--- src/design/mips_pkg.sv ---
`default_nettype none

package mips_pkg;

	localparam int XLEN       = 32;
	localparam int REG_COUNT  = 32;
	localparam int REG_ADDR_W = 5;
	localparam int OPCODE_W   = 6;
	localparam int FUNCT_W    = 6;
	localparam int SHAMT_W    = 5;
	localparam int IMM16_W    = 16;
	localparam int TARGET_W   = 26;

	localparam logic [REG_ADDR_W-1:0] LINK_REG = 5'd31; // JAL return address

	// Primary opcodes
	localparam logic [OPCODE_W-1:0] OPC_RTYPE  = 6'b000000;
	localparam logic [OPCODE_W-1:0] OPC_REGIMM = 6'b000001;
	localparam logic [OPCODE_W-1:0] OPC_J      = 6'b000010;
	localparam logic [OPCODE_W-1:0] OPC_JAL    = 6'b000011;
	localparam logic [OPCODE_W-1:0] OPC_BEQ    = 6'b000100;
	localparam logic [OPCODE_W-1:0] OPC_BNE    = 6'b000101;
	localparam logic [OPCODE_W-1:0] OPC_BLEZ   = 6'b000110;
	localparam logic [OPCODE_W-1:0] OPC_BGTZ   = 6'b000111;
	localparam logic [OPCODE_W-1:0] OPC_ADDI   = 6'b001000;
	localparam logic [OPCODE_W-1:0] OPC_ADDIU  = 6'b001001;
	localparam logic [OPCODE_W-1:0] OPC_SLTI   = 6'b001010;
	localparam logic [OPCODE_W-1:0] OPC_SLTIU  = 6'b001011;
	localparam logic [OPCODE_W-1:0] OPC_ORI    = 6'b001101;
	localparam logic [OPCODE_W-1:0] OPC_XORI   = 6'b001110;
	localparam logic [OPCODE_W-1:0] OPC_LUI    = 6'b001111;
	localparam logic [OPCODE_W-1:0] OPC_LB     = 6'b100000;
	localparam logic [OPCODE_W-1:0] OPC_LW     = 6'b100011;
	localparam logic [OPCODE_W-1:0] OPC_LBU    = 6'b100100;
	localparam logic [OPCODE_W-1:0] OPC_SB     = 6'b101000;
	localparam logic [OPCODE_W-1:0] OPC_SW     = 6'b101011;

	// R-type function codes
	localparam logic [FUNCT_W-1:0] FN_ADD  = 6'b100000;
	localparam logic [FUNCT_W-1:0] FN_ADDU = 6'b100001;
	localparam logic [FUNCT_W-1:0] FN_SUB  = 6'b100010;
	localparam logic [FUNCT_W-1:0] FN_SUBU = 6'b100011;
	localparam logic [FUNCT_W-1:0] FN_SLT  = 6'b101010;
	localparam logic [FUNCT_W-1:0] FN_SLTU = 6'b101011;
	localparam logic [FUNCT_W-1:0] FN_SLL  = 6'b000000;
	localparam logic [FUNCT_W-1:0] FN_SLLV = 6'b000100;
	localparam logic [FUNCT_W-1:0] FN_SRL  = 6'b000010;
	localparam logic [FUNCT_W-1:0] FN_SRLV = 6'b000110;
	localparam logic [FUNCT_W-1:0] FN_SRA  = 6'b000011;
	localparam logic [FUNCT_W-1:0] FN_SRAV = 6'b000111;
	localparam logic [FUNCT_W-1:0] FN_AND  = 6'b100100;
	localparam logic [FUNCT_W-1:0] FN_OR   = 6'b100101;
	localparam logic [FUNCT_W-1:0] FN_XOR  = 6'b100110;
	localparam logic [FUNCT_W-1:0] FN_NOR  = 6'b100111;
	localparam logic [FUNCT_W-1:0] FN_JR   = 6'b001000;
	localparam logic [FUNCT_W-1:0] FN_JALR = 6'b001001;

	// REGIMM selectors in the rt field
	localparam logic [REG_ADDR_W-1:0] RI_BLTZ = 5'b00000;
	localparam logic [REG_ADDR_W-1:0] RI_BGEZ = 5'b00001;

	typedef enum logic [2:0] {
		FMT_R,
		FMT_I,
		FMT_REGIMM,
		FMT_J,
		FMT_BAD
	} insn_fmt_e;

	typedef enum logic [5:0] {
		OP_ADD, OP_ADDU, OP_SUB, OP_SUBU, OP_SLT, OP_SLTU,
		OP_SLL, OP_SLLV, OP_SRL, OP_SRLV, OP_SRA, OP_SRAV,
		OP_AND, OP_OR, OP_XOR, OP_NOR, OP_JR, OP_JALR,
		OP_ADDI, OP_ADDIU, OP_SLTI, OP_SLTIU, OP_ORI, OP_XORI, OP_LUI,
		OP_LW, OP_LB, OP_LBU, OP_SW, OP_SB,
		OP_BEQ, OP_BNE, OP_BGTZ, OP_BLEZ,
		OP_BLTZ, OP_BGEZ,
		OP_J, OP_JAL,
		OP_ILLEGAL
	} decode_op_e;

endpackage

`default_nettype wire

--- src/design/operand_select.sv ---
`timescale 1ns/1ps
`default_nettype none

module operand_select (
	input  wire logic [mips_pkg::XLEN-1:0]       insn,
	input  wire mips_pkg::insn_fmt_e             fmt,
	input  wire mips_pkg::decode_op_e            op,
	output logic [mips_pkg::REG_ADDR_W-1:0]      rs_idx,
	output logic [mips_pkg::REG_ADDR_W-1:0]      rt_idx,
	output logic [mips_pkg::REG_ADDR_W-1:0]      dest,
	output logic                                 reg_write,
	output logic [mips_pkg::SHAMT_W-1:0]         shamt,
	output logic [mips_pkg::XLEN-1:0]            imm
);

	logic [mips_pkg::REG_ADDR_W-1:0] rs_f;
	logic [mips_pkg::REG_ADDR_W-1:0] rt_f;
	logic [mips_pkg::REG_ADDR_W-1:0] rd_f;
	logic [mips_pkg::SHAMT_W-1:0]    shamt_f;
	logic [mips_pkg::IMM16_W-1:0]    imm16;
	logic [mips_pkg::TARGET_W-1:0]   target;
	logic                            shift_by_field;

	assign rs_f    = insn[25:21];
	assign rt_f    = insn[20:16];
	assign rd_f    = insn[15:11];
	assign shamt_f = insn[10:6];
	assign imm16   = insn[mips_pkg::IMM16_W-1:0];
	assign target  = insn[mips_pkg::TARGET_W-1:0];

	assign shift_by_field = (op == mips_pkg::OP_SLL) || (op == mips_pkg::OP_SRL) ||
		(op == mips_pkg::OP_SRA);

	// Zero the read index where the field is not a source register
	assign rs_idx = (shift_by_field || op == mips_pkg::OP_LUI) ? '0 : rs_f;
	assign rt_idx = (op == mips_pkg::OP_JR || fmt == mips_pkg::FMT_J) ? '0 : rt_f;

	assign shamt = shift_by_field ? shamt_f : '0;

	always_comb begin
		dest      = '0;
		reg_write = 1'b0;
		if (fmt == mips_pkg::FMT_R) begin
			if (op != mips_pkg::OP_JR) begin // JALR still links through rd
				dest      = rd_f;
				reg_write = 1'b1;
			end
		end else begin
			case (op)
				mips_pkg::OP_ADDI,
				mips_pkg::OP_ADDIU,
				mips_pkg::OP_SLTI,
				mips_pkg::OP_SLTIU,
				mips_pkg::OP_ORI,
				mips_pkg::OP_XORI,
				mips_pkg::OP_LUI,
				mips_pkg::OP_LW,
				mips_pkg::OP_LB,
				mips_pkg::OP_LBU: begin
					dest      = rt_f;
					reg_write = 1'b1;
				end
				mips_pkg::OP_JAL: begin
					dest      = mips_pkg::LINK_REG;
					reg_write = 1'b1;
				end
				default: ; // Stores, branches, J, illegal
			endcase
		end
	end

	always_comb begin
		case (fmt)
			mips_pkg::FMT_I,
			mips_pkg::FMT_REGIMM: begin
				if (op == mips_pkg::OP_ORI || op == mips_pkg::OP_XORI) begin
					imm = {{(mips_pkg::XLEN - mips_pkg::IMM16_W){1'b0}}, imm16};
				end else begin
					imm = {{(mips_pkg::XLEN - mips_pkg::IMM16_W){imm16[mips_pkg::IMM16_W-1]}},
						imm16};
				end
			end
			mips_pkg::FMT_J: imm = {{(mips_pkg::XLEN - mips_pkg::TARGET_W){1'b0}}, target};
			default:         imm = '0; // R-type and illegal
		endcase
	end

endmodule

`default_nettype wire

--- config.mk ---
export PLATFORM = sky130hd
export DESIGN_NAME = operand_select
export DESIGN_NICKNAME = d
export VERILOG_FILES = /design/src/design/mips_pkg.sv /design/src/design/operand_select.sv
export SDC_FILE = /design/constraint.sdc
export NUM_CORES = 1
export LEC_CHECK = 0
export BUFFER_PORTS_ARGS = -buffer_cell sky130_fd_sc_hd__buf_2
export CAP_MARGIN = 0
export CORE_AREA = 2 2 47 49
export DETAILED_ROUTE_END_ITERATION = 7
export DIE_AREA = 0 0 49 51
export PLACE_DENSITY = 0.86
export SLEW_MARGIN = 25
export SYNTH_ARGS = -nofsm -noshare
export SYNTH_HDL_FRONTEND = slang
export SYNTH_SLANG_ARGS = --single-unit
--- constraint.sdc ---
create_clock -name vclk -period 3.66
set_input_delay 0.549 -clock vclk [all_inputs]
set_output_delay 0.549 -clock vclk [all_outputs]
set_load 0.1 [all_outputs]
Yosys cells after proc, flatten, opt, wreduce, memory -nomap -nowiden. Cells that the tools add are included. W data, S select, Z words.

Memory bits (read-only): 0. Output and inout bits: 53. Word-level logic and storage cells: 39. Bits in latches: 0. Input port bits: 41. Register bits: 0. Memory bits (writable): 0. Memories kept: 0.

Add/sub/neg operators: 0. Multiply operators: 0. Bitwise logic cells: 0. Div/mod/pow operators: 0. Equal/unequal tests: 19. Shifts and indexed selects: 0. Reduce and logical (&&, ||, !) cells: 9. Magnitude comparators: 0. Mux-type cells: 11.

Operators with widths (count): $eq A6 B5 Y1 const B (11); $pmux W32 S2 (1); $mux W32 (1); $mux W5 (5); $eq A6 B4 Y1 const B (2); $reduce_or A11 Y1 (1); $pmux W5 S2 (1); $reduce_or A10 Y1 (1); $eq A3 B2 Y1 const B (2); $eq A6 B3 Y1 const B (1); $eq A6 B6 Y1 const B (1); $ne A6 B5 Y1 const B (1); $logic_or A1 B1 Y1 (5); $eq A3 B1 Y1 const B (1); $logic_not A3 Y1 (1); $mux W1 (3); $reduce_or A2 Y1 (1).

Longest topological paths before layout.
Depth after elaboration: 5. Depth in mapped cells: 6. Depth with buffers taken out: 4.

Worst setup path before layout. No wires, ideal clock.

Path kind: input to output. From: in op[3]. To: out imm[25] (netlist name). Path slack: -0.171 ns. Data required time: 3.111 ns. Arrival time: 3.282 ns. Buffers on the path: 1. Cell stages on the path: 5. Cell sequence: nand3b_2 > o211a_1 > clkbuf_1 > a21oi_1 > o21ai_0.

Cells in the longest elaborated chain, start to end: 4. Elaborated cells on any way between the ends: 5. Classes of those cells: eq/ne (2); mux (2); reduce/logical (1).

RTL lines: start, declared (RTL line operand_select.sv:7) `input wire mips_pkg::decode_op_e op,`; $eq A6 B5 Y1 (RTL line operand_select.sv:76) `if (op == mips_pkg::OP_ORI || op == mips_pkg::OP_XORI) begin`; $logic_or A1 B1 Y1 (*) (RTL line operand_select.sv:76); $mux W32 (*) (RTL line operand_select.sv:76); $pmux W32 S2 (*) (RTL line operand_select.sv:73) `case (fmt)`; end, declared (RTL line operand_select.sv:13) `output logic [mips_pkg::XLEN-1:0] imm`.

Every way passes the cells marked *; elsewhere a longest branch is shown, timed or not.

Final worst setup path.
From: in fmt[0]. To: out imm[20] (netlist name).

Cells in the longest elaborated chain, start to end: 3. Elaborated cells on any way between the ends: 5. Classes of those cells: eq/ne (3); mux (1); reduce/logical (1).

RTL lines: start, declared (RTL line operand_select.sv:6) `input wire mips_pkg::insn_fmt_e fmt,`; $eq A3 B1 Y1 or $eq A3 B2 Y1 (tied branches) (RTL line operand_select.sv:73); $reduce_or A2 Y1 (RTL line operand_select.sv:73); $pmux W32 S2 (*) (RTL line operand_select.sv:73).

Marks and branches as above.

==> impl_results.md <==
* Core area at between 2000 and 2500 µm²
* Num sequential at 0
* Post-DP HPWL at roughly 1900 µm
* Initial antenna violation count at 0
* Worst Hold Class: input pin to output port
* M1 WL at 897 µm
* Starting Density at between 30% and 40%
* Fmax at about 370 MHz
* Area Overhead vs Synth at 67.5%
* Drc violations at 0
* Nets at 230
* Net Sw Power at roughly 0.28 mW
* Internal at between 0.05 and 0.06 mW
* Max layer used: met3
* Seq pwr share at 0%
* Final period util at approximately 73%
* TritonRoute pass-1 iters at 4
* Cells after Synth at 109
* Dpl cell area at roughly 1000 µm²
* Final setup fails at 0
* Vias in the first global route at slightly above 800
* Crit path cell chain: buf_2 -> inv_1 -> or4_1 -> o21ai_1 -> buf_2
* Post-Route Utilization at between 50% and 60%
* Hold path endpoint: dest[1]
* Comb pwr share at between 90% and 100%
* Crit path from: fmt[0]
* WP data arrival at 2.14 ns
* Run status: complete, no violations
* Final slew viol count at 0
* Min-delay src: insn[12]
* Post-CTS Setup Inserts at 0
* Area leader, netlist: and2_1
* Post-place setup slack at ~1 ns
* Clk network pwr share at 0%
* WHS Path Cells at 4
* Vias/cell at 4.70
* Switching portion of total power at between 80% and 90%
* Hold_buf cts at 0
* Post-Syn Area per Cell at roughly 5.7 µm²
* CTS resizes at 0
* Setup TNS at 0 ns
* Endpoint class of the critical path: output port
* Fin. Hold Viols at 0
* Fillers at between 200 and 250
* Mapped Area at approximately 620 µm²
* GPL Wtd Cong at between 0.7 and 0.8
* Final Cell Area at ~1000 µm²
* DR WL/cell at between 10 and 15 µm
* Via count at slightly above 1000
* Setup CP Type: input pin to output port
* Req. time, crit path at just over 3 ns
* Clock buffers at 0
* Worst path slowest cell: or4_1
* All-Layer GR Usage at 15.7%
* Top cell type's share of synthesized area at between 30% and 40%
* FP Rows at 17
* Max incr delay on CP at around 0.67 ns
* Post-synthesis net count at 150
* Final antenna-violating net count at 0
* Top cell by count, worst path: buf_2
* WL final at roughly 2200 µm
* Placed cell count at about 220
* Die width at between 40 and 50 µm
* DR WL met3 at about 240 µm
* Crit path time final at ~2.7 ns
* Metal2 WL at about 1100 µm
* Leakage power at between 0.6 and 0.7 nW
* Peak VDD IR at around 180 µV
* Slew @ Worst Pin at between 0.4 and 0.5 ns
* I/O pin cnt at 94
* N_diodes at 0
* CP max FO at 15
* Power Dens Cells at ~320 nW/µm²
* Critical Path Start Type: input pin
* Unique masters post-synth at 25
* Drt first-iter violations at 13
* Yosys warns at 0
* Non-Filler Instances at 215
* Largest net degree at the start of global routing at 17
* Synth top area cells: and2_1 31%, o21ai_0 17%, a21oi_1 9.6%
* Layout cell share with drive strength beyond 1 at ~49%
* Port Buf Inserts at 88
* RSZ-0062 raised after global routing: false
* First-pass GRT wire length at around 3300 µm
* Die Ht at about 51 µm
* Max-cap viol count at 0
* Die footprint at ~2500 µm²
* Slew margin rel. at approximately two thirds
* Total gr overflow at 0
* Register area at 0 µm²
* Final WS setup at 0.974 ns
* Seq/Total Area, Yosys at 0%
[stage by stage]
stage	hold slack, ns	power, mW
4_1_cts	1.59	0.341
3_5_place_dp	1.59	0.341
2_1_floorplan	1.55	0.284
3_3_place_gp	1.59	0.338
6_report	1.59	0.340
5_1_grt	1.60	0.353
[power groups by stage]
| stage | registers, mW | clock network, mW | logic, mW |
|---|---|---|---|
| 2_1_floorplan | 0 | 0 | 0.284 |
| 3_3_place_gp | 0 | 0 | 0.338 |
| 3_5_place_dp | 0 | 0 | 0.341 |
| 4_1_cts | 0 | 0 | 0.341 |
| 5_1_grt | 0 | 0 | 0.353 |
| 6_report | 0 | 0 | 0.340 |
[how the worst max path moves through the flow]
stage,end,slack (ns),cells after the start
2_1_floorplan,imm[27],0.12,6
3_3_place_gp,imm[22],0.99,5
3_5_place_dp,imm[22],0.98,5
4_1_cts,imm[23],0.97,5
5_1_grt,imm[21],0.83,5
6_report,imm[20],0.97,5
[cells by family (layout without fill, tap and decap cells)]
logic type,after synthesis,in the layout,synth area share [%]
compound gates,39,39,34.9
buf+inv,12,90,10.4
simple gates,58,58,54.7
[placed cells by master (no fill, tap or decap)]
cell       netlist  layout
a2111oi_2        1       1
a21oi_1         12      12
and2_1          31      31
and3b_1          1       1
and4bb_2         1       1
buf_2            1      88
buf_4            5       1
inv_1            1       1
nand2_1          3       3
nand2b_1         3       3
nand3_1          6       6
nand3b_2         1       1
nor2_1           8       8
nor2b_1          1       1
nor3_1           1       1
o211a_1          1       1
o211ai_1         1       1
o21a_1           1       1
o21ai_0         21       6
o21ai_1          1      16
o21bai_1         1       1
or3_1            1       1
or4_1            1       1
[per-layer routing]
metal,track usage (%),vias to the layer above
met1,19.1,423
met5,0,-
met4,0,0
met2,30.1,54
li1,-,533
met3,3.22,0
[worst max-delay path: cells and delay by family]
family | cells | cell delay, ns
buffers and inverters | 3 | 0.77
AND/OR/NAND/NOR | 1 | 0.67
AO/OA/AOI/OAI | 1 | 0.14
[synth_stat cells]
| cell | count |
|---|---|
| a2111oi_2 | 1 |
| a21oi_1 | 12 |
| and2_1 | 31 |
| and3b_1 | 1 |
| and4bb_2 | 1 |
| buf_1 | 1 |
| buf_2 | 1 |
| buf_4 | 5 |
| clkbuf_1 | 4 |
| inv_1 | 1 |
| nand2_1 | 3 |
| nand2b_1 | 3 |
| nand3_1 | 6 |
| nand3b_2 | 1 |
| nor2_1 | 8 |
| nor2b_1 | 1 |
| nor3_1 | 1 |
| o211a_1 | 1 |
| o211ai_1 | 1 |
| o21a_1 | 1 |
| o21ai_0 | 21 |
| o21ai_1 | 1 |
| o21bai_1 | 1 |
| or3_1 | 1 |
| or4_1 | 1 |
[area by class of cell]
cell class                 instances  area [µm²]  area share (%)
multi-input combinational         97         559            53.5
tap                               28        35.0            3.35
timing repair buffer              89         448            42.8
inverter                           1        3.75           0.359
Note: power is estimated with default switching activity, not from simulation.
